--- src/logic/game_defs.svh ---
`ifndef GAME_DEFS_SVH
`define GAME_DEFS_SVH

// tree lanes across the playfield
`define GAME_NUM_LANES 16

`define GAME_MAX_LEVEL 8

// wave periods in frames, reduced by the level speed
`define GAME_TREE_PERIOD_BASE 8
`define GAME_BIRD_PERIOD_BASE 4

`endif

--- src/logic/game_pkg.sv ---
`include "game_defs.svh"

package game_pkg;

	typedef struct packed {
		logic [`GAME_NUM_LANES-1:0] tree_mask; // one bit per lane
		logic [2:0] tree_speed;
		logic [1:0] bird_speed;
		logic [1:0] num_birds;
		logic [3:0] bird_life;
	} level_profile_t;

	// two-digit decimal level for the score display
	typedef struct packed {
		logic [3:0] tens;
		logic [3:0] ones;
	} level_bcd_t;

	typedef struct packed {
		logic [3:0] lane;
		logic [2:0] speed;
		logic [3:0] spare; // keeps both views at 11 bits
	} tree_spawn_t;

	typedef struct packed {
		logic [1:0] index;
		logic [1:0] speed;
		logic [3:0] life;
		logic [2:0] spare;
	} bird_spawn_t;

	// decoded by kind
	typedef union packed {
		tree_spawn_t tree;
		bird_spawn_t bird;
	} spawn_payload_u;

	typedef enum logic {
		SPAWN_TREE = 1'b0,
		SPAWN_BIRD = 1'b1
	} spawn_kind_e;

	typedef struct packed {
		spawn_kind_e kind;
		spawn_payload_u payload;
	} spawn_cmd_t;

endpackage

--- src/logic/tree_spawner.sv ---
`timescale 1ns/1ps
`include "game_defs.svh"

module tree_spawner (
	input logic clk,
	input logic resetN,
	input logic start_of_frame,
	input game_pkg::level_profile_t profile,
	output logic tree_valid,
	output game_pkg::tree_spawn_t tree,
	input logic tree_ready
);

	logic [3:0] frame_cnt;
	logic [3:0] tree_period;
	logic wave_start;
	logic [`GAME_NUM_LANES-1:0] pending; // lanes still to emit
	logic [2:0] speed_q;
	logic [3:0] lane_sel;

	assign tree_period = 4'(`GAME_TREE_PERIOD_BASE) - {1'b0, profile.tree_speed};
	assign wave_start = start_of_frame && (frame_cnt + 4'd1 >= tree_period);

	always_ff @(posedge clk or negedge resetN)
	begin
		if (!resetN)
		begin
			frame_cnt <= '0;
			pending <= '0;
		end
		else
		begin
			if (wave_start)
				frame_cnt <= '0;
			else if (start_of_frame)
				frame_cnt <= frame_cnt + 4'd1;

			// a start during a busy wave is dropped
			if (wave_start && !tree_valid)
				pending <= profile.tree_mask;
			else if (tree_valid && tree_ready)
				pending[lane_sel] <= 1'b0;
		end
	end

	// speed is frozen for the whole wave
	always_ff @(posedge clk)
	begin
		if (wave_start && !tree_valid)
			speed_q <= profile.tree_speed;
	end

	// lowest remaining lane wins
	always_comb
	begin
		lane_sel = '0;
		for (int i = `GAME_NUM_LANES - 1; i >= 0; i--)
		begin
			if (pending[i])
				lane_sel = 4'(i);
		end
	end

	assign tree_valid = |pending;
	assign tree.lane = lane_sel;
	assign tree.speed = speed_q;
	assign tree.spare = '0;

	a_tree_stable: assert property (@(posedge clk) disable iff (!resetN)
		tree_valid && !tree_ready |=> tree_valid && $stable(tree))
		else $error("tree event changed while stalled");

endmodule

--- config.mk ---
export PLATFORM = sky130hd
export DESIGN_NAME = tree_spawner
export DESIGN_NICKNAME = d
export VERILOG_FILES = /design/src/logic/game_pkg.sv /design/src/logic/tree_spawner.sv
export VERILOG_INCLUDE_DIRS = /design/src /design/src/logic
export SDC_FILE = /design/constraint.sdc
export NUM_CORES = 1
export LEC_CHECK = 0
export BUFFER_PORTS_ARGS = -buffer_cell sky130_fd_sc_hd__buf_2
export CAP_MARGIN = 5
export CORE_AREA = 4 4 66 50
export CTS_CLUSTER_DIAMETER = 60
export DETAILED_ROUTE_END_ITERATION = 7
export DIE_AREA = 0 0 70 54
export GPL_ROUTABILITY_DRIVEN = 0
export GPL_TIMING_DRIVEN = 0
export HOLD_SLACK_MARGIN = 0.06
export PLACE_DENSITY = 0.8
export SLEW_MARGIN = 10
export SYNTH_ARGS = -nofsm -noshare
export SYNTH_HDL_FRONTEND = slang
export SYNTH_SLANG_ARGS = --single-unit
--- constraint.sdc ---
create_clock -name clk -period 6.4 [get_ports clk]
set_input_delay 0.64 -clock clk [delete_from_list [all_inputs] [get_ports clk]]
set_output_delay 0.64 -clock clk [all_outputs]
set_load 0.02 [all_outputs]
==> impl_metrics.ini <==
[pwr]
power.density_nw_per_um2 = 578
peakVddDrop_mv = 0.412
leakage_uw = 0.000778

[synthesis]
synthCells = 137
synthMostInstantiatedCell = dfrtp_1
synth_top_area_share_pct = 36.7
yosysTopAreaCell = dfrtp_1
yosysSeqAreaShare_pct = 43.3
ys_top_cells_by_count = dfrtp_1 (20), a22o_1 (12), inv_1 (11), nor2_1 (10), nand3_1 (7)
async_flop_share_pct = 87.0
synth_top_flop_cell = dfrtp_1
syn_avg_cell_area_um2 = 9.95
yosysUniqueCellTypes = 47
syn-cell-area_um2 = 1360
ys_ff_latch = 23
yosys_warnings = 0
synth_edf_count = 3
synth.area.top_cells = dfrtp_1 (37%), a22o_1 (7.7%), edfxtp_1 (6.6%), ha_1 (5.5%), inv_1 (3.0%)

[cts]
numCtsBuffers = 3
cts.clk_slew.worst_paths_ns = 0.08
cts.sinks = 23
ctsHtreeMaxLevel = 1
clock_latency_ns = 0.27
clock-root-buffer = clkbuf_8
cts_hold_buf = 0
post_cts_resized = 0
cts.path.max_buffers = 2
cts_tree = yes
postCtsSetupBuffers = 0

[outcome]
outcome = completed

[setup_path]
critPathRequiredTime_ns = 5.76
reg2regPathDepth = 5
rrSetupSlack_ns = 3.90
setup.worst_path.start_class = flip-flop
r2r-end = speed_q[1]$_DFFE_PP_
end_kind = output pin
worstSetupPathType = flip-flop to output pin
rr_startpoint = pending[3]$_DFFE_PN0P_
cp_data_arrival_time_ns = 2.23
cp_max_fo = 6
crit_start = pending[3]$_DFFE_PN0P_
crit_path_end = tree_valid

[placement]
dp_hpwl_um = 2520
port_buffers = 30
pre_cts_ws_ns = 3.72

[sta]
skew_ns = 0.00178
slew_headroom_pct = 36.7
period_share_pct = 44.8
layout_setup_ws_ns = 3.53
period_needed_ns = 2.87
setup_viol = 0
final-hold-violation-count = 0
worst_pin_slew_ns = 0.941
fmax_mhz = 349
final_max_slew_viol_count = 0
rsz0062_at_grt = false
fin_tns_setup_ns = 0

[grt]
grt_pass1_wl_um = 5410
antenna_found_initial = 0
grt_overflow_total = 0
grt.total_usage_pct = 18.8
grt_max_degree = 21
grt_pass1_vias = 1186

[final_layout]
layout-drive-gt1-share_pct = 27.0
syn_to_final_growth_pct = 18.5
num_antenna_cells = 0
final_nets = 212

[routing]
drt_pass1_iterations = 4
ant_nets = 0
avgViaCountPerCell = 5.73
routedWlPerCell_um = 15.5
drtIter0Drc = 77
vias = 1204
drc = 0
wl_um = 3260

[die]
rows = 16
fp.dieW_um = 70
core_area_um2 = 2680
fp.dieH_um = 54
die_area_um2 = 3780
start_util_pct = 50.8
io_pins = 43

[min_path]
holdCritPathClass = input port to asynchronous set/reset pin

[job]
max-cap-violations = 0
[final cells by class]
type	count	area, um^2
Buffer	6	45.0
Clock buffer	3	41.3
Clock inverter	1	5.00
Fill cell	253	1070
Inverter	13	50.0
Multi-Input combinational cell	98	689
Sequential cell	23	591
Tap cell	36	45.0
Timing Repair Buffer	30	150
[per-stage QoR]
stage          power (uW)  hold WS, ns  cells  util, %  area [um^2]
2_1_floorplan         675        0.344    140        -         1380
3_3_place_gp          817        0.496    206     58.5         1570
3_5_place_dp          835        0.502    206     58.5         1570
4_1_cts               929        0.327    210     60.3         1620
5_1_grt              1000        0.337    210     60.3         1620
6_report              934        0.308    210     60.3         1620
[power breakdown]
part | switching, uW | total (uW) | internal (uW)
combinational | 365 | 588 | 224
clock | 46.8 | 90.3 | 43.5
sequential | 58.7 | 255 | 197
total | 470 | 934 | 464
[worst max-delay path, cell delays in order, from the launching register on]
cell and delay, ns:
dfrtp_1 0.45, nor4_1 0.84, and4_1 0.46, inv_1 0.06, buf_2 0.16
[cell usage in the layout (no fill, tap or decap), types with 6 or more instances in the layout]
cell type | synthesis | layout
a21oi_1 | 6 | 6
a22o_1 | 12 | 12
buf_2 | 0 | 30
dfrtp_1 | 20 | 20
ha_1 | 6 | 6
inv_1 | 11 | 11
nand3_1 | 7 | 7
nor2_1 | 10 | 10
[state kept, by name, summed over array words and instances, names as in the netlist]
register   count
pending       16
frame_cnt      4
speed_q        3
[logic make-up after synthesis]
| logic type | share of synthesized area [%] |
|---|---|
| AO/OA/AOI/OAI | 23.4 |
| XOR/XNOR | 1.93 |
| adder cells (fa/ha/maj) | 5.50 |
| buffers and inverters | 6.97 |
| flip-flops | 43.3 |
| multiplexers | 0.826 |
| other | 0.275 |
| AND/OR/NAND/NOR | 17.8 |
[worst min-delay path by stage]
stage / start / endpoint / slack (ns) / cells past startpoint
4_1_cts: resetN / frame_cnt[2]$_DFFE_PN0P_ / 0.33 / 1
2_1_floorplan: resetN / frame_cnt[0]$_DFFE_PN0P_ / 0.34 / 0
6_report: resetN / pending[15]$_DFFE_PN0P_ / 0.31 / 1
3_5_place_dp: frame_cnt[3]$_DFFE_PN0P_ / frame_cnt[3]$_DFFE_PN0P_ / 0.50 / 1
5_1_grt: resetN / frame_cnt[2]$_DFFE_PN0P_ / 0.34 / 1
3_3_place_gp: frame_cnt[3]$_DFFE_PN0P_ / frame_cnt[3]$_DFFE_PN0P_ / 0.50 / 1
[metal layers]
layer | global-route usage, % | vias up | wire (um)
li1 | - | 583 | -
met2 | 32.0 | 54 | 1490
met4 | 4.78 | 0 | 22
met1 | 24.1 | 565 | 1480
met3 | 5.04 | 2 | 272
met5 | 0 | - | 0
(Power assumes the default switching activity.)
