<file path="src/logic/game_defs.svh">
`ifndef GAME_DEFS_SVH
`define GAME_DEFS_SVH

// tree lanes across the playfield
`define GAME_NUM_LANES 16

`define GAME_MAX_LEVEL 8

// wave periods in frames, reduced by the level speed
`define GAME_TREE_PERIOD_BASE 8
`define GAME_BIRD_PERIOD_BASE 4

`endif

</file>
<file path="src/logic/game_pkg.sv">
`include "game_defs.svh"

package game_pkg;

	typedef struct packed {
		logic [`GAME_NUM_LANES-1:0] tree_mask; // one bit per lane
		logic [2:0] tree_speed;
		logic [1:0] bird_speed;
		logic [1:0] num_birds;
		logic [3:0] bird_life;
	} level_profile_t;

	// two-digit decimal level for the score display
	typedef struct packed {
		logic [3:0] tens;
		logic [3:0] ones;
	} level_bcd_t;

	typedef struct packed {
		logic [3:0] lane;
		logic [2:0] speed;
		logic [3:0] spare; // keeps both views at 11 bits
	} tree_spawn_t;

	typedef struct packed {
		logic [1:0] index;
		logic [1:0] speed;
		logic [3:0] life;
		logic [2:0] spare;
	} bird_spawn_t;

	// decoded by kind
	typedef union packed {
		tree_spawn_t tree;
		bird_spawn_t bird;
	} spawn_payload_u;

	typedef enum logic {
		SPAWN_TREE = 1'b0,
		SPAWN_BIRD = 1'b1
	} spawn_kind_e;

	typedef struct packed {
		spawn_kind_e kind;
		spawn_payload_u payload;
	} spawn_cmd_t;

endpackage

</file>
<file path="src/logic/spawn_arbiter.sv">
`timescale 1ns/1ps

module spawn_arbiter (
	input logic clk,
	input logic resetN,
	input logic tree_valid,
	input game_pkg::tree_spawn_t tree,
	output logic tree_ready,
	input logic bird_valid,
	input game_pkg::bird_spawn_t bird,
	output logic bird_ready,
	output logic cmd_valid,
	output game_pkg::spawn_cmd_t cmd,
	input logic cmd_ready
);

	logic can_accept;
	logic rr_bird; // bird has priority on next contention
	logic contend;

	// one slot, refilled on the cycle it drains
	assign can_accept = !cmd_valid || cmd_ready;
	assign contend = tree_valid && bird_valid;

	assign tree_ready = can_accept && tree_valid && (!bird_valid || !rr_bird);
	assign bird_ready = can_accept && bird_valid && (!tree_valid || rr_bird);

	always_ff @(posedge clk or negedge resetN)
	begin
		if (!resetN)
		begin
			cmd_valid <= 1'b0;
			rr_bird <= 1'b0;
		end
		else
		begin
			if (tree_ready || bird_ready)
				cmd_valid <= 1'b1;
			else if (cmd_ready)
				cmd_valid <= 1'b0;

			if (contend && can_accept)
				rr_bird <= !rr_bird;
		end
	end

	always_ff @(posedge clk)
	begin
		if (tree_ready)
		begin
			cmd.kind <= game_pkg::SPAWN_TREE;
			cmd.payload.tree <= tree;
		end
		else if (bird_ready)
		begin
			cmd.kind <= game_pkg::SPAWN_BIRD;
			cmd.payload.bird <= bird;
		end
	end

	a_one_grant: assert property (@(posedge clk) disable iff (!resetN)
		!(tree_ready && bird_ready))
		else $error("both spawners granted at once");

endmodule

</file>
<file path="config.mk">
export PLATFORM = sky130hd
export DESIGN_NAME = spawn_arbiter
export DESIGN_NICKNAME = d
export VERILOG_FILES = /design/src/logic/game_pkg.sv /design/src/logic/spawn_arbiter.sv
export VERILOG_INCLUDE_DIRS = /design/src /design/src/logic
export SDC_FILE = /design/constraint.sdc
export NUM_CORES = 1
export LEC_CHECK = 0
export ABC_CLOCK_PERIOD_IN_PS = 2000
export BUFFER_PORTS_ARGS = -buffer_cell sky130_fd_sc_hd__clkbuf_2
export CELL_PAD_IN_SITES_DETAIL_PLACEMENT = 0
export CELL_PAD_IN_SITES_GLOBAL_PLACEMENT = 2
export CORE_MARGIN = 4
export CORE_UTILIZATION = 24
export DETAILED_ROUTE_END_ITERATION = 6
export PLACE_DENSITY_LB_ADDON = 0.1
export SETUP_SLACK_MARGIN = 0.5
export SLEW_MARGIN = 20
export SYNTH_ARGS = -nofsm -noshare
export SYNTH_HDL_FRONTEND = slang
export SYNTH_SLANG_ARGS = --single-unit
</file>
<file path="constraint.sdc">
create_clock -name clk -period 2 [get_ports clk]
set_clock_uncertainty 0.1 [all_clocks]
set_input_delay 0.1 -clock clk [delete_from_list [all_inputs] [get_ports clk]]
set_output_delay 0.1 -clock clk [all_outputs]
set_load 0.005 [all_outputs]
</file>
==> metrics.txt <==
worst hold path class in2reg; syn avg cell area 16.3 µm²; PwrDens 746 nW/µm²; multiplexer share of the synthesized area 24.2%; Setup Slack @ Placement 0.375 ns; met2 global-route usage 14.2%; largest family of logic cells by synthesized area multiplexers; status completed; CTS tree yes; WS Path Type reg2reg; clk sinks 14; actual slew at the worst max-slew pin 0.483 ns; FF-to-FF path depth 4; worst skew pair latency 0.27 ns; largest net degree at the start of global routing 12; Port Buf Inserts 41; CP cell instances nand2_1, nand3_4, buf_12, mux2_4; Synth Area in Compound Gates 2.69%; Layout area overhead 46.9%; post-synthesis net count 67; Synth area leaders edfxtp_1, mux2_4, dfrtp_1; CTS max path bufs 2; RSZ-0062 raised after global routing no; DRC 0; hold depth 3; num ports 42; Worst Hold Endpoint cmd_valid$_DFFE_PN0P_; Pint 0.000540 W; Core Region 2520 µm²; Yosys reg bits 14; Initial Utilization 25.8%; Critical Path RT 1.93 ns; Seq/Total Area, Yosys 61.5%; WL final 1290 µm; max_cap viols 0; Crit Path Max Fanout 11; height of the die 60.1 µm; crit path capture type register; Mapped Cells 40; fillers 267; Cell Count, Final, Fillers Out 117; final layout net count 115; FP Rows 18; setup TNS 0 ns; commonest non-fill, non-tap cells in the layout clkbuf_2, edfxtp_1, mux2_4; leading area contributor after synthesis edfxtp_1; routing usage on met1 8.33%; post-synthesis xor/xnor area fraction 1.35%; post-route clock period utilization 70.9%; GRT met3 Usage 4.75%; GRT Max-Usage Layer met2; Setup WS post-layout 0.582 ns; Flop pwr share 52.8%; Worst slew margin 67.8%; VDD IR-drop max 416 µV; vias after detailed routing 455; clock slew at reported path FFs 0.08 ns; area share of the largest cell type after synthesis 50.8%; initial antenna violation count 0; WL per Instance 11.0 µm; NetSw 0.000173 W; Simple-Gate Fraction of Synth Area 7.31%; RR Endpoint cmd[6]$_DFFE_PP_; CP max-delay cell dfrtp_1; drt first pass iters 2; Unique masters post-synth 15; count of pins over their slew limit 0; total track usage 7.88%; fin crit period 1.42 ns; fmax 705 MHz; Final Setup Violations 0; critical path startpoint rr_bird$_DFFE_PN0P_; first-pass GRT wire length 2020 µm; Worst path max stage delay 0.41 ns; Die W 60.1 µm; post-DP HPWL 1100 µm; Final GP Congestion 0.670; clock share of power 22.1%; clock root buffer master clkbuf_4; most common cell after layout, fill and taps aside clkbuf_2; vias in the first global route 443; Synth Warn # 0; nature of the critical path startpoint register; sw frac 24.2%; Final Hold Fails 0; r2r setup slk 0.58 ns; Synth Cell Area 651 µm²; ANT nets after route 0; CTS buffer count 3; HP Start tree_valid; Post-Synth Adder-Cell Area 0%; H-tree depth 1; placed cells 110; total gr overflow 0; Ant. Diodes 0; Comb power frac 25.1%; Initial DRC Count 4; vias per std cell 3.89; Arr. time, crit path 1.35 ns; share of cells above drive strength 1 66.7%; r2r startpoint rr_bird$_DFFE_PN0P_; Die ar. 3610 µm²; Static Leak 0.476 nW
Yosys cell counts, drive strengths merged:
cell    instances
mux2           11
o21a            1
a21oi           2
inv             2
nand3           2
xnor2           1
dfxtp           1
buf             1
nor2            2
nand2           3
nand2b          1
edfxtp         11
dfrtp           2
metal layers:
| metal | vias to the layer above | part of all wire [%] |
|---|---|---|
| li1 | 241 | - |
| met1 | 193 | 33 |
| met2 | 21 | 56 |
| met3 | 0 | 11 |
| met4 | 0 | 0 |
| met5 | - | 0 |
cells by family (layout without fill, tap and decap cells):
kind of cell / count (synthesis) / in the layout
DFF: 14 / 14
AOI/OAI and AO/OA: 3 / 3
muxes: 11 / 11
and+or+nand+nor: 8 / 8
buffers and inverters: 3 / 50
xor gates and xnor gates: 1 / 1
state kept, by name, indices dropped and copies added, names as in the netlist:
signal and cells:
rr_bird 1, cmd_valid 1, cmd 12
critical path: cells and delay by family (launching register included):
kind                   cells  cell delay [ns]
multiplexers               1             0.29
flip-flops                 1             0.41
buffers and inverters      1             0.16
AND/OR/NAND/NOR            2             0.21
per-stage QoR:
step | hold WS, ns | util, % | total power [W] | cell area [µm²]
2_1_floorplan | -0.296 | - | 0.000483 | 651
3_3_place_gp | -0.206 | 35.0 | 0.000548 | 882
3_5_place_dp | -0.210 | 35.0 | 0.000550 | 882
4_1_cts | 0.00227 | 37.9 | 0.000731 | 956
5_1_grt | 0.000144 | 37.9 | 0.000769 | 956
6_report | 0.0161 | 37.9 | 0.000713 | 956
area by class of cell:
class	instances	area [µm²]	area share (%)
clock inverters	1	3.75	0.393
inverters	2	7.51	0.785
well taps	30	37.5	3.93
flip-flops and latches	14	400	41.9
clock buffers	3	22.5	2.36
repair buffers	44	245	25.7
multi-input cells	23	239	25.0
worst max-delay path by stage:
stage / endpoint / depth (start not counted)
global placement: cmd[5]$_DFFE_PP_ / 3
detailed placement: cmd[6]$_DFFE_PP_ / 3
global route: cmd[8]$_DFFE_PP_ / 2
floorplan: cmd[0]$_DFFE_PP_ / 4
finish: cmd[6]$_DFFE_PP_ / 4
CTS: cmd[1]$_DFFE_PP_ / 2
timing repair:
action                                 CTS  global route
hold buffers                             2             0
resized for setup                        1             0
setup buffers                            1             0
setup endpoints to repair               12             0
endpoints found under the hold margin    3             0
power by group through the flow:
stage / clock [W] / combinational [W] / sequential (W)
2_1_floorplan: 0 / 0.0000964 / 0.000386
3_3_place_gp: 0 / 0.000165 / 0.000383
3_5_place_dp: 0 / 0.000166 / 0.000383
4_1_cts: 0.000170 / 0.000184 / 0.000378
5_1_grt: 0.000186 / 0.000201 / 0.000382
6_report: 0.000158 / 0.000179 / 0.000376
(Power assumes the default switching activity.)
