[config.mk]
export PLATFORM = sky130hd
export DESIGN_NAME = bird_spawner
export DESIGN_NICKNAME = d
export VERILOG_FILES = /design/src/logic/game_pkg.sv /design/src/logic/bird_spawner.sv
export VERILOG_INCLUDE_DIRS = /design/src /design/src/logic
export SDC_FILE = /design/constraint.sdc
export NUM_CORES = 1
export LEC_CHECK = 0
export ABC_AREA = 1
export BUFFER_PORTS_ARGS = -buffer_cell sky130_fd_sc_hd__buf_4
export CAP_MARGIN = 20
export CORE_ASPECT_RATIO = 0.9
export CORE_MARGIN = 2
export CORE_UTILIZATION = 41
export CTS_CLUSTER_DIAMETER = 60
export DETAILED_ROUTE_END_ITERATION = 10
export GPL_TIMING_DRIVEN = 1
export PLACE_DENSITY = 0.78
export SKIP_CTS_REPAIR_TIMING = 1
export SYNTH_ARGS = -nofsm -noshare
export SYNTH_HDL_FRONTEND = slang
export SYNTH_SLANG_ARGS = --single-unit
[constraint.sdc]
create_clock -name clk -period 2.47 [get_ports clk]
set_clock_uncertainty 0.1 [all_clocks]
set_input_delay 0.3705 -clock clk [delete_from_list [all_inputs] [get_ports clk]]
set_output_delay 0.3705 -clock clk [all_outputs]
set_load 0.01 [all_outputs]
[src/logic/game_defs.svh]
`ifndef GAME_DEFS_SVH
`define GAME_DEFS_SVH

// tree lanes across the playfield
`define GAME_NUM_LANES 16

`define GAME_MAX_LEVEL 8

// wave periods in frames, reduced by the level speed
`define GAME_TREE_PERIOD_BASE 8
`define GAME_BIRD_PERIOD_BASE 4

`endif

[src/logic/game_pkg.sv]
`include "game_defs.svh"

package game_pkg;

	typedef struct packed {
		logic [`GAME_NUM_LANES-1:0] tree_mask; // one bit per lane
		logic [2:0] tree_speed;
		logic [1:0] bird_speed;
		logic [1:0] num_birds;
		logic [3:0] bird_life;
	} level_profile_t;

	// two-digit decimal level for the score display
	typedef struct packed {
		logic [3:0] tens;
		logic [3:0] ones;
	} level_bcd_t;

	typedef struct packed {
		logic [3:0] lane;
		logic [2:0] speed;
		logic [3:0] spare; // keeps both views at 11 bits
	} tree_spawn_t;

	typedef struct packed {
		logic [1:0] index;
		logic [1:0] speed;
		logic [3:0] life;
		logic [2:0] spare;
	} bird_spawn_t;

	// decoded by kind
	typedef union packed {
		tree_spawn_t tree;
		bird_spawn_t bird;
	} spawn_payload_u;

	typedef enum logic {
		SPAWN_TREE = 1'b0,
		SPAWN_BIRD = 1'b1
	} spawn_kind_e;

	typedef struct packed {
		spawn_kind_e kind;
		spawn_payload_u payload;
	} spawn_cmd_t;

endpackage

[src/logic/bird_spawner.sv]
`timescale 1ns/1ps
`include "game_defs.svh"

module bird_spawner (
	input logic clk,
	input logic resetN,
	input logic start_of_frame,
	input game_pkg::level_profile_t profile,
	output logic bird_valid,
	output game_pkg::bird_spawn_t bird,
	input logic bird_ready
);

	logic [2:0] frame_cnt;
	logic [2:0] bird_period;
	logic wave_start;
	logic busy;
	logic [1:0] idx;
	logic [1:0] count_q; // birds in this wave
	logic [1:0] speed_q;
	logic [3:0] life_q;

	assign bird_period = 3'(`GAME_BIRD_PERIOD_BASE) - {1'b0, profile.bird_speed};
	assign wave_start = start_of_frame && (frame_cnt + 3'd1 >= bird_period);

	always_ff @(posedge clk or negedge resetN)
	begin
		if (!resetN)
		begin
			frame_cnt <= '0;
			busy <= 1'b0;
			idx <= '0;
		end
		else
		begin
			if (wave_start)
				frame_cnt <= '0;
			else if (start_of_frame)
				frame_cnt <= frame_cnt + 3'd1;

			if (wave_start && !busy && profile.num_birds != 2'd0)
			begin
				busy <= 1'b1;
				idx <= '0;
			end
			else if (busy && bird_ready)
			begin
				if (idx + 2'd1 == count_q)
					busy <= 1'b0; // last bird handed over
				else
					idx <= idx + 2'd1;
			end
		end
	end

	always_ff @(posedge clk)
	begin
		if (wave_start && !busy)
		begin
			count_q <= profile.num_birds;
			speed_q <= profile.bird_speed;
			life_q <= profile.bird_life;
		end
	end

	assign bird_valid = busy;
	assign bird.index = idx;
	assign bird.speed = speed_q;
	assign bird.life = life_q;
	assign bird.spare = '0;

	a_bird_index: assert property (@(posedge clk) disable iff (!resetN)
		bird_valid |-> idx < count_q)
		else $error("bird index past wave count");

endmodule

==> results by group, run 1 <==
Status
  – Status: completed

Yosys
  – Cell variety after synth: 16
  – Simple-Gate Fraction of Synth Area: 16.4%
  – Yosys Warn Count: 0
  – Adder-cell share of the synthesized area: 8.91%
  – Mapped Area: 702 sq um
  – Compound-Gate Fraction of Synth Area: 7.13%
  – Xor and xnor fraction of the mapped netlist area: 1.25%
  – Largest family of logic cells by synthesized area: simple AND/OR/NAND/NOR gates
  – Post-Syn Instances: 71
  – Seq/Total Area, Yosys: 55.6%
  – Synthesized area per cell: 9.89 sq um
  – Yosys reg bits: 14
  – Largest area contributor in the netlist: edfxtp_1
  – Multiplexer area fraction after synthesis: 0%
  – Ranking of synthesized cells by area: edfxtp_1 34%, dfrtp_1 21%, ha_1 8.9%
  – Yosys top cell area share: 34.2%

Timing
  – TNS Setup: 0 ns
  – Final setup viols: 0
  – RSZ-0062 raised after global routing: false
  – Count of final hold-check violations: 0
  – Final period util: 82.6%
  – Max Fclk: 490 MHz
  – Post-layout min period: 2.04 ns
  – Max-slew violations: 0

Setup path
  – Worst reg-to-reg setup slack: 0.43 ns
  – CP Capture Type: flop
  – Reg-to-Reg End: life_q[3]
  – Critical path class: flop to flop
  – CP Capture Point: life_q[3]
  – Worst endpoint data arrival time: 1.90 ns
  – Reg2reg start: frame_cnt[0]
  – Crit-path max FO: 8
  – Critical path data required time: 2.33 ns
  – R2R depth: 7
  – Crit start category: flop
  – Critical Path Source: frame_cnt[0]

Final layout
  – Final instance area: 903 sq um
  – Layout Cells excl Fill: 119
  – Commonest non-fill, non-tap cell in the layout: buf_4
  – Share of post-route cells with drive strength above 1: 27.4%
  – Nets: 132
  – Area growth syn-to-layout: 28.7%
  – Fillers: 174
  – Most frequent cells in the layout: 20 x buf_4, 16 x nand2_1, 12 x inv_1, 8 x edfxtp_1, 6 x dfrtp_1
  – Antenna Cells: 0

Die
  – Chip width: 47.6 um
  – Core region area: 0.00165 sq mm
  – Row cnt: 14
  – Die area: 0.00206 sq mm
  – I/O pin total: 43
  – Initial core utilization: 42.6%
  – Die height: 43.3 um

Detailed routing
  – Residual DRC: 0
  – Final ANT Viol Nets: 0
  – Drt pass-1 iters: 3
  – Initial DRC count: 9
  – WL/cell: 10.3 um
  – Number of vias per cell: 4.50
  – Via count: 535
  – Final WL: 1230 um

Pwr
  – Internal power: 0.584 mW
  – Seq pwr share: 41.8%
  – Power density over the cells: 1040 mW/mm^2
  – Max VDD drop: 464 uV
  – Overall power: 0.941 mW
  – Net Sw Frac: 37.9%
  – Combinational Power Share: 43.9%
  – Leak: 0.470 nW
  – Switching power: 0.357 mW
  – Power share of the clock group: 14.2%

CTS
  – Max clock buf depth: 2
  – Num CTS Buffers: 3
  – Clk root buf: clkbuf_4
  – CTS tree: yes
  – Htree depth: 1
  – Worst-path clk slew: 0.08 ns
  – Clk_lat worst skew: 0.28 ns
  – Clk sinks: 14

Global routing
  – Global-route wire length before repair: 2030 um
  – Initial antenna violation count: 0
  – Pin count of the biggest net entering global routing: 9
  – GRT overflow: 0
  – Vias in the first global route: 491
  – All-Layer GR Usage: 15.1%

Placement
  – Placed Instances: 114
  – HPWL after DPL: 1010 um
  – Port Buf Inserts: 20
  – Final GP Congestion: 0.694
  – DP Area: 867 sq um

Worst hold path
  – Hold Path Class: input pin to flop

Flow run
  – Max-cap violation count: 0
==> area by class of cell <==
class	instances	area (sq um)	area share (%)
inverter	13	48.8	5.40
clock inverter	1	3.75	0.416
sequential	14	390	43.2
tap	24	30.0	3.32
timing repair buffer	21	160	17.7
clock buffer	3	22.5	2.49
multi-input combinational	43	248	27.4
==> synthesized netlist by cell type <==
master	number
buf_4	3
nand3_2	2
nand3_1	4
xor2_1	1
a21oi_1	3
o21a_1	1
nand2_1	16
inv_2	1
conb_1	1
dfrtp_1	6
edfxtp_1	8
nor2_1	4
a22o_1	2
o21ai_0	2
ha_1	5
inv_1	12
==> kinds of logic after synthesis <==
| kind of cell | after synthesis |
|---|---|
| simple gates | 26 |
| buf+inv | 16 |
| flops | 14 |
| compound gates | 8 |
| fa+ha+maj | 5 |
| xor+xnor | 1 |
| other cells | 1 |
==> stage by stage <==
step	setup WS, ns	hold WS, ns	util (%)
after global routing	0.283	0.139	54.9
after floorplan	0.626	-0.0251	-
final	0.431	0.159	54.9
after global placement	0.492	0.0817	52.7
after CTS	0.399	-0.227	54.3
after detailed placement	0.415	0.0856	52.7
==> worst min path at each step <==
stage,depth (start not counted),start,to
after global routing,1,profile[1],life_q[1]
after floorplan,0,resetN,bird_valid
final,1,profile[0],life_q[0]
after detailed placement,1,resetN,idx[1]
after CTS,1,resetN,frame_cnt[2]
after global placement,1,resetN,idx[1]
==> metal layers <==
layer | track usage, % | wire (um) | part of all wire (%) | vias up
li1 | - | - | - | 276
met1 | 16.0 | 510 | 41 | 242
met2 | 24.3 | 628 | 51 | 13
met3 | 5.11 | 55 | 4.5 | 4
met4 | 9.73 | 35 | 2.8 | 0
met5 | 0 | 0 | 0 | -
==> power by group through the flow <==
stage	clock network (mW)	logic [mW]	registers, mW
4_1_cts	0.138	0.422	0.395
3_3_place_gp	0	0.393	0.399
2_1_floorplan	0	0.245	0.419
6_report	0.134	0.413	0.393
5_1_grt	0.151	0.469	0.404
3_5_place_dp	0	0.419	0.400
==> critical path, cell delays in order, from the launching register on <==
cell	delay, ns
dfrtp_1	0.42
ha_1	0.22
xor2_1	0.16
ha_1	0.32
nand3_1	0.08
nand2_1	0.09
nand2_1	0.08
inv_1	0.25
==> registers in the layout, indices dropped and copies added (netlist names) <==
signal	flops
speed_q	2
idx	2
frame_cnt	3
life_q	4
count_q	2
bird_valid	1
No activity file was read; power rests on OpenSTA's default activity.
==> run 2, diff against run 1 <==
--- a/config.mk
+++ b/config.mk
@@ -6,7 +6,7 @@
 export SDC_FILE = /design/constraint.sdc
 export NUM_CORES = 1
 export LEC_CHECK = 0
-export ABC_AREA = 1
+export ABC_AREA = 0
 export BUFFER_PORTS_ARGS = -buffer_cell sky130_fd_sc_hd__buf_4
 export CAP_MARGIN = 20
 export CORE_ASPECT_RATIO = 0.9
==> constraint.sdc (replaced) <==
create_clock -name clk -period 2 [get_ports clk]
set_clock_uncertainty 0.1 [all_clocks]
set_input_delay 0.3 -clock clk [delete_from_list [all_inputs] [get_ports clk]]
set_output_delay 0.3 -clock clk [all_outputs]
set_load 0.01 [all_outputs]
==> run 2 against run 1 <==
Compared with the run above:
- die area decreased by 0.51%
- cell count decreased by 7.6%
- non-clock buffer count increased by 3
- count of clock-buffer cells in the layout unchanged
- fmax increased by 3.1%
- register-to-register slack got worse by 0.41 ns
- core utilization increased by 2.5 points
- cell area increased by 3.5%
- global-route usage decreased by 2.0 points
- sequential share of layout area decreased by 1.4 points
- worst hold slack got worse by 0.061 ns
- area after synthesis decreased by 0.53%
- largest power group unchanged
==> results by group, run 2 <==
CTS
  – Clk root buf: clkbuf_4 (unchanged)
  – Num CTS Buffers: 3 (unchanged)
  – Htree depth: 1 (unchanged)
  – Clk sinks: 14 (unchanged)
  – CTS tree: yes (unchanged)
  – Clk_lat worst skew: 0.27 ns (was 0.28 ns)
  – Worst-path clk slew: 0.08 ns (about the same)
  – Max clock buf depth: 2 (unchanged)

Yosys
  – Seq/Total Area, Yosys: 55.9% (was 55.6%)
  – Synthesized area per cell: 11.8 sq um (was 9.89 sq um)
  – Largest area contributor in the netlist: edfxtp_1 (unchanged)
  – Multiplexer area fraction after synthesis: 3.23% (was 0%)
  – Mapped Area: 698 sq um (was 702 sq um)
  – Yosys Warn Count: 0 (unchanged)
  – FFs w/ async S/R, synth: 42.9% (unchanged)
  – Post-Syn Instances: 59 (was 71)
  – Top-count cell post-synth: edfxtp_1 (was nand2_1)
  – Largest family of logic cells by synthesized area: compound AO/OA/AOI/OAI gates (was simple AND/OR/NAND/NOR gates)
  – Synth top cells by count: 8 x edfxtp_1, 7 x nand2_1, 6 x dfrtp_1 (was 16 x nand2_1, 12 x inv_1, 8 x edfxtp_1)
  – Adder-cell share of the synthesized area: 10.6% (was 8.91%)
  – Main synth FF type: edfxtp_1 (unchanged)
  – Xor and xnor fraction of the mapped netlist area: 2.51% (was 1.25%)
  – Simple-Gate Fraction of Synth Area: 10.0% (was 16.4%)
  – Compound-Gate Fraction of Synth Area: 11.3% (was 7.13%)
  – Ranking of synthesized cells by area: edfxtp_1 34%, dfrtp_1 22%, ha_1 9.0% (was edfxtp_1 34%, dfrtp_1 21%, ha_1 8.9%)
  – Yosys reg bits: 14 (unchanged)
  – Yosys top cell area share: 34.4% (was 34.2%)
  – Number of flops mapped to enable cells by yosys: 8 (unchanged)
  – Cell variety after synth: 25 (was 16)

Detailed routing
  – Final WL: 1160 um (was 1230 um)
  – Via count: 507 (was 535)
  – Final ANT Viol Nets: 0 (unchanged)
  – Residual DRC: 0 (unchanged)
  – WL/cell: 10.5 um (was 10.3 um)
  – Number of vias per cell: 4.61 (was 4.50)
  – Drt pass-1 iters: 4 (was 3)
  – Initial DRC count: 3 (was 9)

Die
  – Row cnt: 14 (unchanged)
  – Chip width: 47.5 um (was 47.6 um)
  – I/O pin total: 43 (unchanged)
  – Initial core utilization: 42.9% (was 42.6%)
  – Die height: 43.1 um (was 43.3 um)
  – Die area: 0.00205 sq mm (was 0.00206 sq mm)
  – Core region area: 0.00163 sq mm (was 0.00165 sq mm)

Setup path
  – CP Capture Type: flop (unchanged)
  – Worst endpoint data arrival time: 2.03 ns (was 1.90 ns)
  – Crit start category: flop (unchanged)
  – Critical path class: flop to flop (unchanged)
  – Crit-path cells: ha_2 > xor2_1 > ha_1 > nand2_1 > o21ai_2 > nand2_2 > buf_4 > o31a_1 (was ha_1 > xor2_1 > ha_1 > nand3_1 > nand2_1 > nand2_1 > inv_1)
  – Max stage delay on crit path: 0.39 ns (was 0.42 ns)
  – Worst reg-to-reg setup slack: 0.02 ns (was 0.43 ns)
  – Crit-path max FO: 3 (was 8)
  – CP max-delay cell: dfrtp_1 (unchanged)
  – Critical path data required time: 2.05 ns (was 2.33 ns)

Global routing
  – All-Layer GR Usage: 13.1% (was 15.1%)
  – Vias in the first global route: 425 (was 491)
  – Pin count of the biggest net entering global routing: 9 (unchanged)
  – GRT overflow: 0 (unchanged)
  – Initial antenna violation count: 0 (unchanged)
  – Global-route wire length before repair: 1800 um (was 2030 um)

Timing
  – Final setup viols: 0 (unchanged)
  – Post-layout min period: 1.98 ns (was 2.04 ns)
  – RSZ-0062 raised after global routing: true (was false)
  – Final WS setup: 0.0225 ns (was 0.431 ns)
  – Max Fclk: 506 MHz (was 490 MHz)
  – Count of final hold-check violations: 0 (unchanged)
  – Final period util: 98.9% (was 82.6%)
  – Max-slew violations: 0 (unchanged)

Final layout
  – Util after Layout: 57.4% (was 54.9%)
  – Nets: 123 (was 132)
  – Antenna Cells: 0 (unchanged)
  – Largest regs: life_q: 4 flops, frame_cnt: 3 flops (unchanged)
  – Fillers: 142 (was 174)
  – Area growth syn-to-layout: 33.9% (was 28.7%)
  – Most frequent cells in the layout: 23 x buf_4, 8 x edfxtp_1, 6 x nand2_1, 6 x dfrtp_1, 5 x inv_1 (was 20 x buf_4, 16 x nand2_1, 12 x inv_1, 8 x edfxtp_1, 6 x dfrtp_1)
  – Layout Cells excl Fill: 110 (was 119)
  – Share of post-route cells with drive strength above 1: 39.5% (was 27.4%)
  – Most flop-heavy register: life_q (unchanged)
  – Max reg flops: 4 (unchanged)
  – Final instance area: 935 sq um (was 903 sq um)
  – Commonest non-fill, non-tap cell in the layout: buf_4 (unchanged)

Flow run
  – Max-cap violation count: 0 (unchanged)

Placement
  – Port Buf Inserts: 20 (unchanged)
  – DP Area: 898 sq um (was 867 sq um)
  – Place WS: 0.00871 ns (was 0.415 ns)
  – Final GP Congestion: 0.717 (was 0.694)
  – HPWL after DPL: 943 um (was 1010 um)
  – Placed Instances: 105 (was 114)

Pwr
  – Leak: 0.428 nW (was 0.470 nW)
  – Power density over the cells: 1280 mW/mm^2 (was 1040 mW/mm^2)
  – Max VDD drop: 665 uV (was 464 uV)

Worst hold path
  – Hold Path Class: input pin to flop (unchanged)

Status
  – Status: completed (unchanged)
[run 2: changes by cell type after synthesis, sizes merged, moves of 2 or more]
cell   before  now
nand2      16    7
inv        13    5
nand3       6    1
a21oi       3    1
a22o        2    0
mux2        0    2
o21ai       2    4
o31a        0    2
[run 2: per-stage QoR]
step / hold WS, ns / total power [mW] / setup TNS, ns
final: 0.0984 / 1.19 / 0
after global routing: 0.0776 / 1.30 / -0.796
after CTS: -0.293 / 1.21 / -0.134
after detailed placement: 0.0103 / 1.05 / 0
after global placement: 0.00901 / 1.02 / 0
after floorplan: -0.0956 / 0.820 / 0
[run 2: final timing paths]
| check | start | end | depth (start not counted) |
|---|---|---|---|
| worst max-delay path | frame_cnt[1] | idx[1] | 8 |
| worst min-delay path | profile[3] | life_q[3] | 1 |
| worst max register to register | frame_cnt[1] | idx[1] | 8 |
| worst min register to register | frame_cnt[2] | frame_cnt[2] | 1 |
| max in group asynchronous | resetN | idx[1] | 2 |
| min in group asynchronous | resetN | bird_valid | 2 |
[run 2: metal layers]
metal  vias to the layer above  routed length [um]  global-route usage [%]
met1                       231                 518                    15.6
met2                        15                 559                    19.5
li1                        261                   -                       -
met4                         0                   0                    6.67
met3                         0                  80                    5.53
met5                         -                   0                       0
[run 2: kinds of logic (layout without fill, tap and decap cells)]
kind of cell	Yosys count	after routing
xor gates and xnor gates	2	2
muxes	2	2
and+or+nand+nor	15	15
DFF	14	14
other	1	3
AOI/OAI and AO/OA	11	11
buffers and inverters	8	33
adders and majority gates	6	6
[run 2: cell type report]
type / count / area [sq um] / area share [%]
clock buffers: 3 / 22.5 / 2.41
repair buffers: 24 / 183 / 19.5
multi-input cells: 39 / 287 / 30.7
flip-flops and latches: 14 / 390 / 41.8
clock inverters: 1 / 3.75 / 0.402
inverters: 5 / 18.8 / 2.01
well taps: 24 / 30.0 / 3.21
[run 2: power breakdown]
group / internal (mW) / leakage, nW / switching [mW]
clock network: 0.0722 / 0.0154 / 0.0812
logic: 0.289 / 0.262 / 0.269
registers: 0.408 / 0.150 / 0.0753
total: 0.768 / 0.428 / 0.426
[run 2: critical path, delay by kind of cell (launching register included)]
family / cells / cell delay (ns)
DFF: 1 / 0.39
AOI/OAI and AO/OA: 2 / 0.43
xor gates and xnor gates: 1 / 0.15
buffers and inverters: 1 / 0.15
and+or+nand+nor: 2 / 0.16
adders and majority gates: 2 / 0.50
